### src/source/exStagePkg.sv
// code values are local to this EX1 stage and match no other decoder; widths are fixed
package exStagePkg;

	// virtual address and register widths
	localparam int addrWidth = 48;
	localparam int dataWidth = 64;

	// micro-op command codes
	typedef enum logic [5:0] {
		UCMD_NOP    = 6'h00,
		UCMD_INVOP  = 6'h01,
		UCMD_LEA_MR = 6'h02,
		UCMD_MOV_RM = 6'h03,
		UCMD_MOV_MR = 6'h04,
		UCMD_MOV_RC = 6'h05,
		UCMD_MOV_CR = 6'h06,
		UCMD_MOV_IR = 6'h07,
		UCMD_BRA    = 6'h08,
		UCMD_BRA_NB = 6'h09,
		UCMD_BSR    = 6'h0A,
		UCMD_JMP    = 6'h0B,
		UCMD_JSR    = 6'h0C,
		UCMD_OP_IXS = 6'h0D,
		UCMD_OP_IXT = 6'h0E
	} uCmdE;

	// execute conditions against SR.T
	typedef enum logic [1:0] {COND_AL, COND_NV, COND_CT, COND_CF} condE;

	// IXS sub-ops
	typedef enum logic [5:0] {IXS_NOP = 6'h00, IXS_MOVT = 6'h01, IXS_MOVNT = 6'h02} ixsE;

	// IXT sub-ops
	typedef enum logic [5:0] {
		IXT_NOP   = 6'h00,
		IXT_SLEEP = 6'h01,
		IXT_BREAK = 6'h02,
		IXT_CLRT  = 6'h03,
		IXT_SETT  = 6'h04,
		IXT_CLRS  = 6'h05,
		IXT_SETS  = 6'h06,
		IXT_NOTT  = 6'h07,
		IXT_NOTS  = 6'h08,
		IXT_RTE   = 6'h09,
		IXT_TRAPA = 6'h0A,
		IXT_SYSE  = 6'h0B
	} ixtE;

	// memory op: kind in [4:3], sign in [2], size in [1:0]
	typedef enum logic [4:0] {
		OPM_READY = 5'b00000,
		OPM_LOAD  = 5'b01000,
		OPM_STORE = 5'b10000
	} memOpmE;

	// memory status
	localparam logic [1:0] OK_READY = 2'b00;
	localparam logic [1:0] OK_OK    = 2'b01;
	localparam logic [1:0] OK_HOLD  = 2'b10;

	// null destinations and the PC control register
	localparam logic [5:0] gprZero = 6'h3F;
	localparam logic [4:0] crZero  = 5'h1F;
	localparam logic [4:0] crPc    = 5'h00;

	// trap codes, TRAPA and SYSE fill the low bits
	localparam logic [15:0] trapRte   = 16'hFF00;
	localparam logic [11:0] trapaBase = 12'hC08;
	localparam logic [3:0]  syseBase  = 4'hE;

	typedef struct packed {
		logic [1:0] size;
		logic       spare;
		logic       sign;
		logic [1:0] low;
	} memFieldsT;

	// one extension word, memory fields or a sub-op code
	typedef union packed {
		memFieldsT  mem;
		logic [5:0] sub;
	} uIxtU;

	typedef struct packed {
		condE       cond;
		uCmdE       cmd;
		logic [1:0] resv;
		uIxtU       ixt;
	} uOpT;

	typedef struct packed {
		logic [5:0]           regIdRm;
		logic [dataWidth-1:0] valRs;
		logic [dataWidth-1:0] valRt;
		logic [dataWidth-1:0] valRm;
		logic [dataWidth-1:0] valCRm;
		logic [32:0]          imm;
		logic [addrWidth-1:0] pc;
	} operandsT;

	typedef struct packed {
		logic [5:0]           id;
		logic [dataWidth-1:0] value;
	} gprWriteT;

	typedef struct packed {
		logic [4:0]           id;
		logic [dataWidth-1:0] value;
	} crWriteT;

	typedef struct packed {
		logic [addrWidth-1:0] addr;
		memOpmE               opm;
		logic [dataWidth-1:0] data;
	} memReqT;

endpackage

### src/source/exAgu.sv
// combinational; upper 16 bits of base and index are ignored, sum wraps at 48 bits
`timescale 1ns/10ps

module exAgu (
	input  logic [exStagePkg::dataWidth-1:0] base,
	input  logic [exStagePkg::dataWidth-1:0] index,
	input  exStagePkg::uIxtU ixt,
	output logic [exStagePkg::addrWidth-1:0] addr
);

	// index scaled by access size
	logic [exStagePkg::addrWidth-1:0] scaled;

	always_comb begin
		// size field gives 1, 2, 4 or 8 byte steps
		scaled = index[exStagePkg::addrWidth-1:0] << ixt.mem.size;
		// carry out of bit 47 is dropped
		addr = base[exStagePkg::addrWidth-1:0] + scaled;
	end

endmodule

### src/source/exControl.sv
// combinational; branch targets are 48-bit, any unknown command or sub-op holds the pipeline
`timescale 1ns/10ps

module exControl (
	input  exStagePkg::uCmdE     cmd,
	input  exStagePkg::uIxtU     ixt,
	input  exStagePkg::operandsT operands,
	input  logic [exStagePkg::addrWidth-1:0] addr,
	input  logic                 preBra,
	input  logic [63:0]          regInSr,
	input  logic [47:0]          regInLr,
	input  logic [63:0]          regInDlr,
	input  logic [63:0]          regInExc,
	input  logic                 memHold,
	output exStagePkg::crWriteT  crWrite,
	output logic [63:0]          regOutSr,
	output logic [47:0]          regOutLr,
	output logic [15:0]          trapExc,
	output logic                 exHold
);

	// branch taken and where to
	logic        doBra;
	logic [47:0] braTarget;
	// hold from this block alone
	logic        opHold;

	always_comb begin
		crWrite.id    = exStagePkg::crZero;
		crWrite.value = '0;
		regOutSr      = regInSr;
		regOutLr      = regInLr;
		trapExc       = 16'h0000;
		opHold        = 1'b0;
		doBra         = 1'b0;
		// PC-relative form keeps the PC's upper bits
		braTarget     = {operands.pc[47:32], addr[31:0]};

		case (cmd)
			exStagePkg::UCMD_NOP, exStagePkg::UCMD_LEA_MR, exStagePkg::UCMD_MOV_RM,
			exStagePkg::UCMD_MOV_MR, exStagePkg::UCMD_MOV_CR, exStagePkg::UCMD_MOV_IR: begin
				// handled by the other consumers
				opHold = 1'b0;
			end
			exStagePkg::UCMD_MOV_RC: begin
				crWrite.id    = operands.regIdRm[4:0];
				crWrite.value = operands.valRs;
			end
			exStagePkg::UCMD_BRA: begin
				// predicted branches were already taken in fetch
				doBra = !preBra;
			end
			exStagePkg::UCMD_BRA_NB: begin
				// mispredicted taken, go back to the fall-through PC
				braTarget = operands.pc;
				doBra     = preBra;
			end
			exStagePkg::UCMD_BSR: begin
				regOutLr = operands.pc;
				doBra    = !preBra;
			end
			exStagePkg::UCMD_JMP: begin
				braTarget = operands.valRs[47:0];
				doBra     = 1'b1;
			end
			exStagePkg::UCMD_JSR: begin
				regOutLr  = operands.pc;
				braTarget = operands.valRs[47:0];
				doBra     = 1'b1;
			end
			exStagePkg::UCMD_OP_IXS: begin
				// known IXS ops only write a GPR
				opHold = (ixt.sub != exStagePkg::IXS_NOP) && (ixt.sub != exStagePkg::IXS_MOVT)
					&& (ixt.sub != exStagePkg::IXS_MOVNT);
			end
			exStagePkg::UCMD_OP_IXT: begin
				case (exStagePkg::ixtE'(ixt.sub))
					exStagePkg::IXT_NOP, exStagePkg::IXT_SLEEP: opHold = 1'b0;
					// debugger armed lets BREAK through
					exStagePkg::IXT_BREAK: opHold = !regInExc[15];
					exStagePkg::IXT_CLRT:  regOutSr[0] = 1'b0;
					exStagePkg::IXT_SETT:  regOutSr[0] = 1'b1;
					exStagePkg::IXT_NOTT:  regOutSr[0] = !regInSr[0];
					exStagePkg::IXT_CLRS:  regOutSr[1] = 1'b0;
					exStagePkg::IXT_SETS:  regOutSr[1] = 1'b1;
					exStagePkg::IXT_NOTS:  regOutSr[1] = !regInSr[1];
					exStagePkg::IXT_RTE:   trapExc = exStagePkg::trapRte;
					// trap number from the Rm field
					exStagePkg::IXT_TRAPA: trapExc = {exStagePkg::trapaBase, operands.regIdRm[3:0]};
					// syscall number from DLR
					exStagePkg::IXT_SYSE:  trapExc = {exStagePkg::syseBase, regInDlr[11:0]};
					default:               opHold = 1'b1;
				endcase
			end
			// INVOP and anything undecoded
			default: opHold = 1'b1;
		endcase

		if (doBra) begin
			crWrite.id    = exStagePkg::crPc;
			crWrite.value = {16'h0000, braTarget};
		end

		exHold = opHold || memHold;
	end

endmodule

### src/source/exMemIssue.sv
// combinational; only starts a load or store, completion and data return are left to EX2
`timescale 1ns/10ps

module exMemIssue (
	input  exStagePkg::uCmdE     cmd,
	input  exStagePkg::uIxtU     ixt,
	input  exStagePkg::operandsT operands,
	input  logic [exStagePkg::addrWidth-1:0] addr,
	input  logic [1:0]           memDataOK,
	output exStagePkg::memReqT   memReq,
	output logic [5:0]           heldIdRn1,
	output logic                 regHeld,
	output logic                 memHold
);

	// a load or store goes out this cycle
	logic issue;

	always_comb begin
		memReq.addr = addr;
		memReq.data = operands.valRm;
		memReq.opm  = exStagePkg::OPM_READY;
		heldIdRn1   = exStagePkg::gprZero;
		issue       = 1'b0;

		case (cmd)
			exStagePkg::UCMD_MOV_RM: begin
				// store, data from Rm
				memReq.opm = exStagePkg::memOpmE'(exStagePkg::OPM_STORE
					| {2'b00, ixt.mem.sign, ixt.mem.size});
				issue = 1'b1;
			end
			exStagePkg::UCMD_MOV_MR: begin
				// load, Rm stays held until EX2 returns data
				memReq.opm = exStagePkg::memOpmE'(exStagePkg::OPM_LOAD
					| {2'b00, ixt.mem.sign, ixt.mem.size});
				heldIdRn1 = operands.regIdRm;
				issue     = 1'b1;
			end
			default: begin
				issue = 1'b0;
			end
		endcase

		// busy memory stalls the issuing op
		memHold = issue && (memDataOK == exStagePkg::OK_HOLD);
		regHeld = heldIdRn1 != exStagePkg::gprZero;
	end

endmodule

### src/source/exOpGate.sv
// combinational; a flush kills every op, and only a disabled BRA survives as BRA_NB
`timescale 1ns/10ps

module exOpGate (
	input  exStagePkg::uOpT  op,
	input  logic             braFlush,
	input  logic             srT,
	output exStagePkg::uCmdE cmd
);

	// condition result before the flush
	logic condOk;
	// op runs this cycle
	logic enable;

	always_comb begin
		case (op.cond)
			exStagePkg::COND_AL: condOk = 1'b1;
			exStagePkg::COND_NV: condOk = 1'b0;
			exStagePkg::COND_CT: condOk = srT;
			default:             condOk = !srT;
		endcase

		enable = condOk && !braFlush;

		if (enable) begin
			cmd = op.cmd;
		end else if ((op.cmd == exStagePkg::UCMD_BRA) && !braFlush) begin
			// not taken, later stages still see the branch
			cmd = exStagePkg::UCMD_BRA_NB;
		end else begin
			cmd = exStagePkg::UCMD_NOP;
		end
	end

endmodule

### src/source/exRegWrite.sv
// combinational; one GPR write per op, value is zero whenever the id is the null register
`timescale 1ns/10ps

module exRegWrite (
	input  exStagePkg::uCmdE     cmd,
	input  exStagePkg::uIxtU     ixt,
	input  exStagePkg::operandsT operands,
	input  logic [exStagePkg::addrWidth-1:0] addr,
	input  logic                 srT,
	output exStagePkg::gprWriteT gprWrite
);

	always_comb begin
		// no write by default
		gprWrite.id    = exStagePkg::gprZero;
		gprWrite.value = '0;

		case (cmd)
			exStagePkg::UCMD_LEA_MR: begin
				// address zero extended
				gprWrite.id    = operands.regIdRm;
				gprWrite.value = {16'h0000, addr};
			end
			exStagePkg::UCMD_MOV_CR: begin
				gprWrite.id    = operands.regIdRm;
				gprWrite.value = operands.valCRm;
			end
			exStagePkg::UCMD_MOV_IR: begin
				gprWrite.id = operands.regIdRm;
				case (ixt.sub)
					// LDI, sign from imm bit 32
					6'd0: gprWrite.value = {{31{operands.imm[32]}}, operands.imm};
					// LDISH8
					6'd1: gprWrite.value = {operands.valRs[55:0], operands.imm[7:0]};
					// LDISH16
					6'd2: gprWrite.value = {operands.valRs[47:0], operands.imm[15:0]};
					// LDISH32
					6'd3: gprWrite.value = {operands.valRs[31:0], operands.imm[31:0]};
					// JLDIX and any unknown form
					default: gprWrite.value = operands.valRt;
				endcase
			end
			exStagePkg::UCMD_OP_IXS: begin
				case (exStagePkg::ixsE'(ixt.sub))
					exStagePkg::IXS_MOVT: begin
						gprWrite.id    = operands.regIdRm;
						gprWrite.value = {63'h0, srT};
					end
					exStagePkg::IXS_MOVNT: begin
						gprWrite.id    = operands.regIdRm;
						gprWrite.value = {63'h0, !srT};
					end
					// other IXS ops write nothing here
					default: begin
						gprWrite.id = exStagePkg::gprZero;
					end
				endcase
			end
			default: begin
				gprWrite.id = exStagePkg::gprZero;
			end
		endcase
	end

endmodule

### src/source/exStage.sv
// combinational EX1 stage, no clock or reset; the caller holds inputs steady during a hold
`timescale 1ns/10ps

module exStage (
	input  exStagePkg::uOpT      op,
	input  exStagePkg::operandsT operands,
	input  logic                 braFlush,
	input  logic                 preBra,
	input  logic [63:0]          regInSr,
	input  logic [47:0]          regInLr,
	input  logic [63:0]          regInDlr,
	input  logic [63:0]          regInExc,
	input  logic [1:0]           memDataOK,
	output exStagePkg::gprWriteT gprWrite,
	output exStagePkg::crWriteT  crWrite,
	output logic [5:0]           heldIdRn1,
	output logic [63:0]          regOutSr,
	output logic [47:0]          regOutLr,
	output logic [15:0]          trapExc,
	output exStagePkg::memReqT   memReq,
	output logic [1:0]           exHold
);

	// effective command after gating
	exStagePkg::uCmdE cmd;
	logic [exStagePkg::addrWidth-1:0] aguAddr;
	logic memHold;

	exOpGate opGate (.op(op), .braFlush(braFlush), .srT(regInSr[0]), .cmd(cmd));

	// Rs is the base, Rt the index
	exAgu agu (.base(operands.valRs), .index(operands.valRt), .ixt(op.ixt), .addr(aguAddr));

	exRegWrite regWrite (.cmd(cmd), .ixt(op.ixt), .operands(operands), .addr(aguAddr),
		.srT(regInSr[0]), .gprWrite(gprWrite));

	// bit 1 of the hold marks a held destination
	exMemIssue memIssue (.cmd(cmd), .ixt(op.ixt), .operands(operands), .addr(aguAddr),
		.memDataOK(memDataOK), .memReq(memReq), .heldIdRn1(heldIdRn1),
		.regHeld(exHold[1]), .memHold(memHold));

	// bit 0 merges op holds with the memory stall
	exControl control (.cmd(cmd), .ixt(op.ixt), .operands(operands), .addr(aguAddr),
		.preBra(preBra), .regInSr(regInSr), .regInLr(regInLr), .regInDlr(regInDlr),
		.regInExc(regInExc), .memHold(memHold), .crWrite(crWrite), .regOutSr(regOutSr),
		.regOutLr(regOutLr), .trapExc(trapExc), .exHold(exHold[0]));

endmodule

### config.mk
export PLATFORM = sky130hd
export DESIGN_NAME = exStage
export DESIGN_NICKNAME = d
export VERILOG_FILES = /design/src/source/exStagePkg.sv /design/src/source/exAgu.sv /design/src/source/exControl.sv /design/src/source/exMemIssue.sv /design/src/source/exOpGate.sv /design/src/source/exRegWrite.sv /design/src/source/exStage.sv
export SDC_FILE = /design/constraint.sdc
export NUM_CORES = 1
export LEC_CHECK = 0
export BUFFER_PORTS_ARGS = -buffer_cell sky130_fd_sc_hd__buf_2
export CORE_AREA = 2 2 391 393
export DETAILED_ROUTE_END_ITERATION = 10
export DIE_AREA = 0 0 393 395
export GPL_TIMING_DRIVEN = 0
export SLEW_MARGIN = 20
export SYNTH_ARGS = -nofsm -noshare
export SYNTH_HDL_FRONTEND = slang
export SYNTH_SLANG_ARGS = --single-unit
### constraint.sdc
create_clock -name vclk -period 8.85
set_clock_uncertainty 0.1 [all_clocks]
set_input_delay 0.4425 -clock vclk [all_inputs]
set_output_delay 0.4425 -clock vclk [all_outputs]
set_load 0.02 [all_outputs]
Yosys cells after proc, flatten, opt, wreduce, memory -nomap -nowiden

Index checks and enable logic that the tools add are counted.

Register bits after elaboration: 0
Output and inout bits: 392
Word-level logic and storage cells: 79
Input bits: 603

Shift-type cells: 1
Mux-type cells: 23
Reductions and logical operators: 23
Equality and inequality tests: 31
Add/sub/neg operators: 1

Operators with widths:

| cell               | count |
|---|---|
| $pmux 64 s4        | 2 |
| $mux 69            | 2 |
| $pmux 48 s2        | 1 |
| $eq 6x4->1 const B | 12 |
| $add 48x48->48     | 1 |
| $eq 6x3->1 const B | 8 |
| $mux 48            | 1 |
| $pmux 16 s3        | 1 |
| $shl 48x2->48      | 1 |
| $eq 6x2->1 const B | 4 |
| $mux 6             | 3 |
| $mux 16            | 1 |
| $pmux 1 s3         | 5 |
| $logic_not 6->1    | 2 |
| $pmux 6 s2         | 1 |
| $reduce_or 12->1   | 1 |
| $reduce_or 11->1   | 1 |
| $pmux 5 s2         | 1 |
| $reduce_or 2->1    | 5 |
| $eq 6x1->1 const B | 1 |
| $ne 6x1->1 const B | 1 |
| $ne 6x2->1 const B | 1 |
| $ne 6x6->1 const B | 1 |
| $reduce_bool 6->1  | 1 |
| 11 further kinds   | 21 |

Depth between registers and ports, before layout

Word-level depth: 9
Mapped depth: 15
Depth with buffers taken out: 13

By module

From an unflattened synthesis, not the netlist that was laid out.

Cells, all modules: 1341
Area total of the unflattened synthesis: 10455.0 sq um

By module, submodules not included:

| module     | area each (sq um) | cells an instance | times used | sequential area each (sq um) |
|---|---|---|---|---|
| exAgu      | 3900.0            | 462               | 1          | 0.0 |
| exRegWrite | 2987.9            | 411               | 1          | 0.0 |
| exControl  | 2443.6            | 317               | 1          | 0.0 |
| exMemIssue | 1013.5            | 136               | 1          | 0.0 |
| exOpGate   | 110.1             | 15                | 1          | 0.0 |

Least setup slack after synthesis

OpenSTA, ideal clock, no wires.

Path kind: in2out
From: input op[5] (netlist name)
To: output gprWrite[45] (netlist name)
Required time: 8307 ps
Buffers on the path: 4
Setup slack: 4074 ps
Stages on the path: 15
Arrival time: 4233 ps
Cell sequence: clkbuf_1 buf_1 clkbuf_1 mux4_2 ha_1 buf_2 nand2_1 o211ai_1 a41oi_1 nor4_1 o21a_4 o21ai_2 o41ai_2 xor2_1 a221o_1

RTL lines:

| what        | line          | text |
|---|---|---|
| from (decl) | exStage.sv:5  | `input exStagePkg::uOpT op,` |
| to (decl)   | exStage.sv:14 | `output exStagePkg::gprWriteT gprWrite,` |

==> metrics.md <==
| Metric | Value |
|---|---|
| Status | complete, no violations |
| FF/Latch Area | 0 sq um |
| Relative slew slack | 20.7% |
| 1st-iter DRT viols | ~1,600 |
| Nets | approximately 2,700 |
| Pin count of the biggest net entering global routing | 11 |
| Fin. Hold Viols | 0 |
| Stages on worst setup path | 16 |
| GRT Resource Usage Total | between 15 and 20% |
| Die Height | 395 microns |
| Routed Antenna Nets | 0 |
| Initial antenna violation count | 160 |
| Critical path data arrival time | approximately 6.7 ns |
| Netlist cell types | 68 |
| Slowest CP cell | clkbuf_1 |
| DR WL/cell | around 31 microns |
| Number of clock-tree buffers in the layout | 0 |
| Max-cap violations | 0 |
| # DRC | 0 |
| Setup Viol. Count Final | 0 |
| Global-route wire length before repair | 154,000 microns |
| Fin crit share | 81.4% |
| CP Buf/Inv Count | 4 |
| IO Pins | 995 |
| Sequential fraction of the synthesis area | 0% |
| Hold crit path type | input port to output port |
| Via/cell ratio | ~3.7 |
| Post-CTS sizing | 0 |
| Fraction of layout cells with a size suffix above 1 | between 50% and 60% |
| Final WL | 128,000 microns |
| Post-Syn Nets | 1,947 |
| Synth-to-Final Area Change | 65.5% |
| Critical Path Max Stage Delay | 0.92 ns |
| Initial core utilization | between 6 and 7% |
| Post-layout min period | between 7 and 8 ns |
| Post-Synthesis Cell Area | 9860 sq um |
| Critical Path Fanout Max | 12 |
| Cell family contributing the most delay on the critical path | buffers and inverters |
| Core area | between 150,000 and 200,000 sq um |
| Post-CTS Setup Bufs | 0 |
| RSZ-0062 raised after global routing | no |
| Syn Inst Count | 1,296 |
| Site row count | 143 |
| Worst hold path depth | 2 |
| Vias in the first global route | 13,300 |
| Measured slew at the worst slew-check pin | 1.19 ns |
| Critical Path End Type | output port |
| GR Overflow Total | 0 |
| Routability congestion estimate | ~0.9 |
| Drt pass-1 iters | 10 |
| Final Max Slew Viols | 0 |
| Hpwl dp | roughly 120,000 microns |
| Critical path, cell by cell | clkbuf_1, buf_1, clkbuf_1, nand3b_1, o21ai_0, ha_1, a21o_1, nand4_1, a21oi_1, o31ai_2, a21oi_2, a31oi_4, o21ai_0, a31oi_1, xnor2_1, buf_2 |
| CP Data Required Time | just over 8 ns |
| Fmax | 0.139 GHz |
| Routed vias | 15,400 |
| Warnings, synthesis | 0 |
| Die Wd | roughly 390 microns |
| Number of port buffers | between 700 and 800 |
| Syn avg cell area | about 7.6 sq um |
| Hold-fix buffers, CTS | 0 |
| CP Class | input port to output port |
| Die ar. | approximately 160,000 sq um |
| Setup TNS | 0 ns |
| Startpoint types | input port |
| Seq_cells | 0 |
-- stage by stage --
stage | utilization [%] | area (sq um) | hold slack [ns] | instances | setup slack, ns
finish | 10.8 | 16300 | 1.00 | 4120 | 1.64
global route | 10.8 | 16300 | 1.00 | 4098 | 1.54
CTS | 10.7 | 16200 | 1.00 | 4076 | 1.83
detailed placement | 10.7 | 16200 | 1.00 | 4076 | 1.84
global placement | 10.7 | 16100 | 1.00 | 4073 | 1.86
floorplan | - | 9860 | 0.898 | 1296 | 4.07
-- logic make-up after synthesis --
group	share of synthesized area, %
and+or+nand+nor	17.4
adders and majority gates	6.17
muxes	27.4
xor gates and xnor gates	4.61
AOI/OAI and AO/OA	28.7
buffers and inverters	15.7
-- cells in the final DEF (no fill, tap or decap), types with 15 or more instances in the layout --
master,n
mux2_2,69
a21oi_1,79
nor3_1,21
ha_1,47
buf_2,763
a221o_1,44
a211oi_1,21
diode_2,44
buf_4,132
nand2b_1,15
a21o_1,31
inv_1,39
clkbuf_1,72
o21ai_0,64
xnor2_1,32
a222oi_1,25
nor2_1,92
mux4_2,68
nand2_1,115
mux2i_1,39
xor2_1,18
nand4_1,19
and2_1,23
a22o_1,20
-- metal layers --
layer / GRT usage, % / vias to the layer above / wire (microns)
li1: - / 6384 / -
met1: 19.7 / 7371 / 51400
met2: 23.5 / 1266 / 54300
met3: 7.60 / 313 / 18200
met4: 3.30 / 88 / 3610
met5: 0 / - / 562
-- cell type report --
class	count	area, sq um
antenna	44	110
buffer	239	1420
fill	17700	135000
inverter	39	146
multi-input combinational	1018	8330
tap	2030	2540
timing repair buffer	750	3770
-- synth_stat cells (11+ instances only) --
cell type / instances / area (sq um)
and2_1: 23 / 144
xor2_1: 18 / 158
a211oi_1: 21 / 158
inv_1: 39 / 146
nand2b_1: 15 / 93.8
buf_2: 14 / 70.1
xnor2_1: 32 / 280
ha_1: 47 / 588
nand3_1: 13 / 65.1
o21a_1: 11 / 82.6
a222oi_1: 25 / 250
nand4_1: 19 / 119
a21oi_1: 79 / 395
a21o_1: 31 / 233
mux2i_1: 39 / 390
nor3_1: 21 / 105
clkbuf_1: 81 / 304
nor2b_1: 14 / 87.6
nor2_1: 93 / 349
nand2_1: 115 / 432
and3_1: 12 / 75.1
mux4_2: 68 / 1530
mux2_2: 69 / 777
a22o_1: 20 / 175
o211ai_1: 14 / 105
a221o_1: 44 / 440
buf_4: 131 / 983
o21ai_0: 64 / 320
buf_1: 13 / 48.8
-- worst paths after layout --
path	end	slack, ns	startpoint
min	memReq[4]	1.00	operands[149]
max	memReq[113]	1.64	op[5]
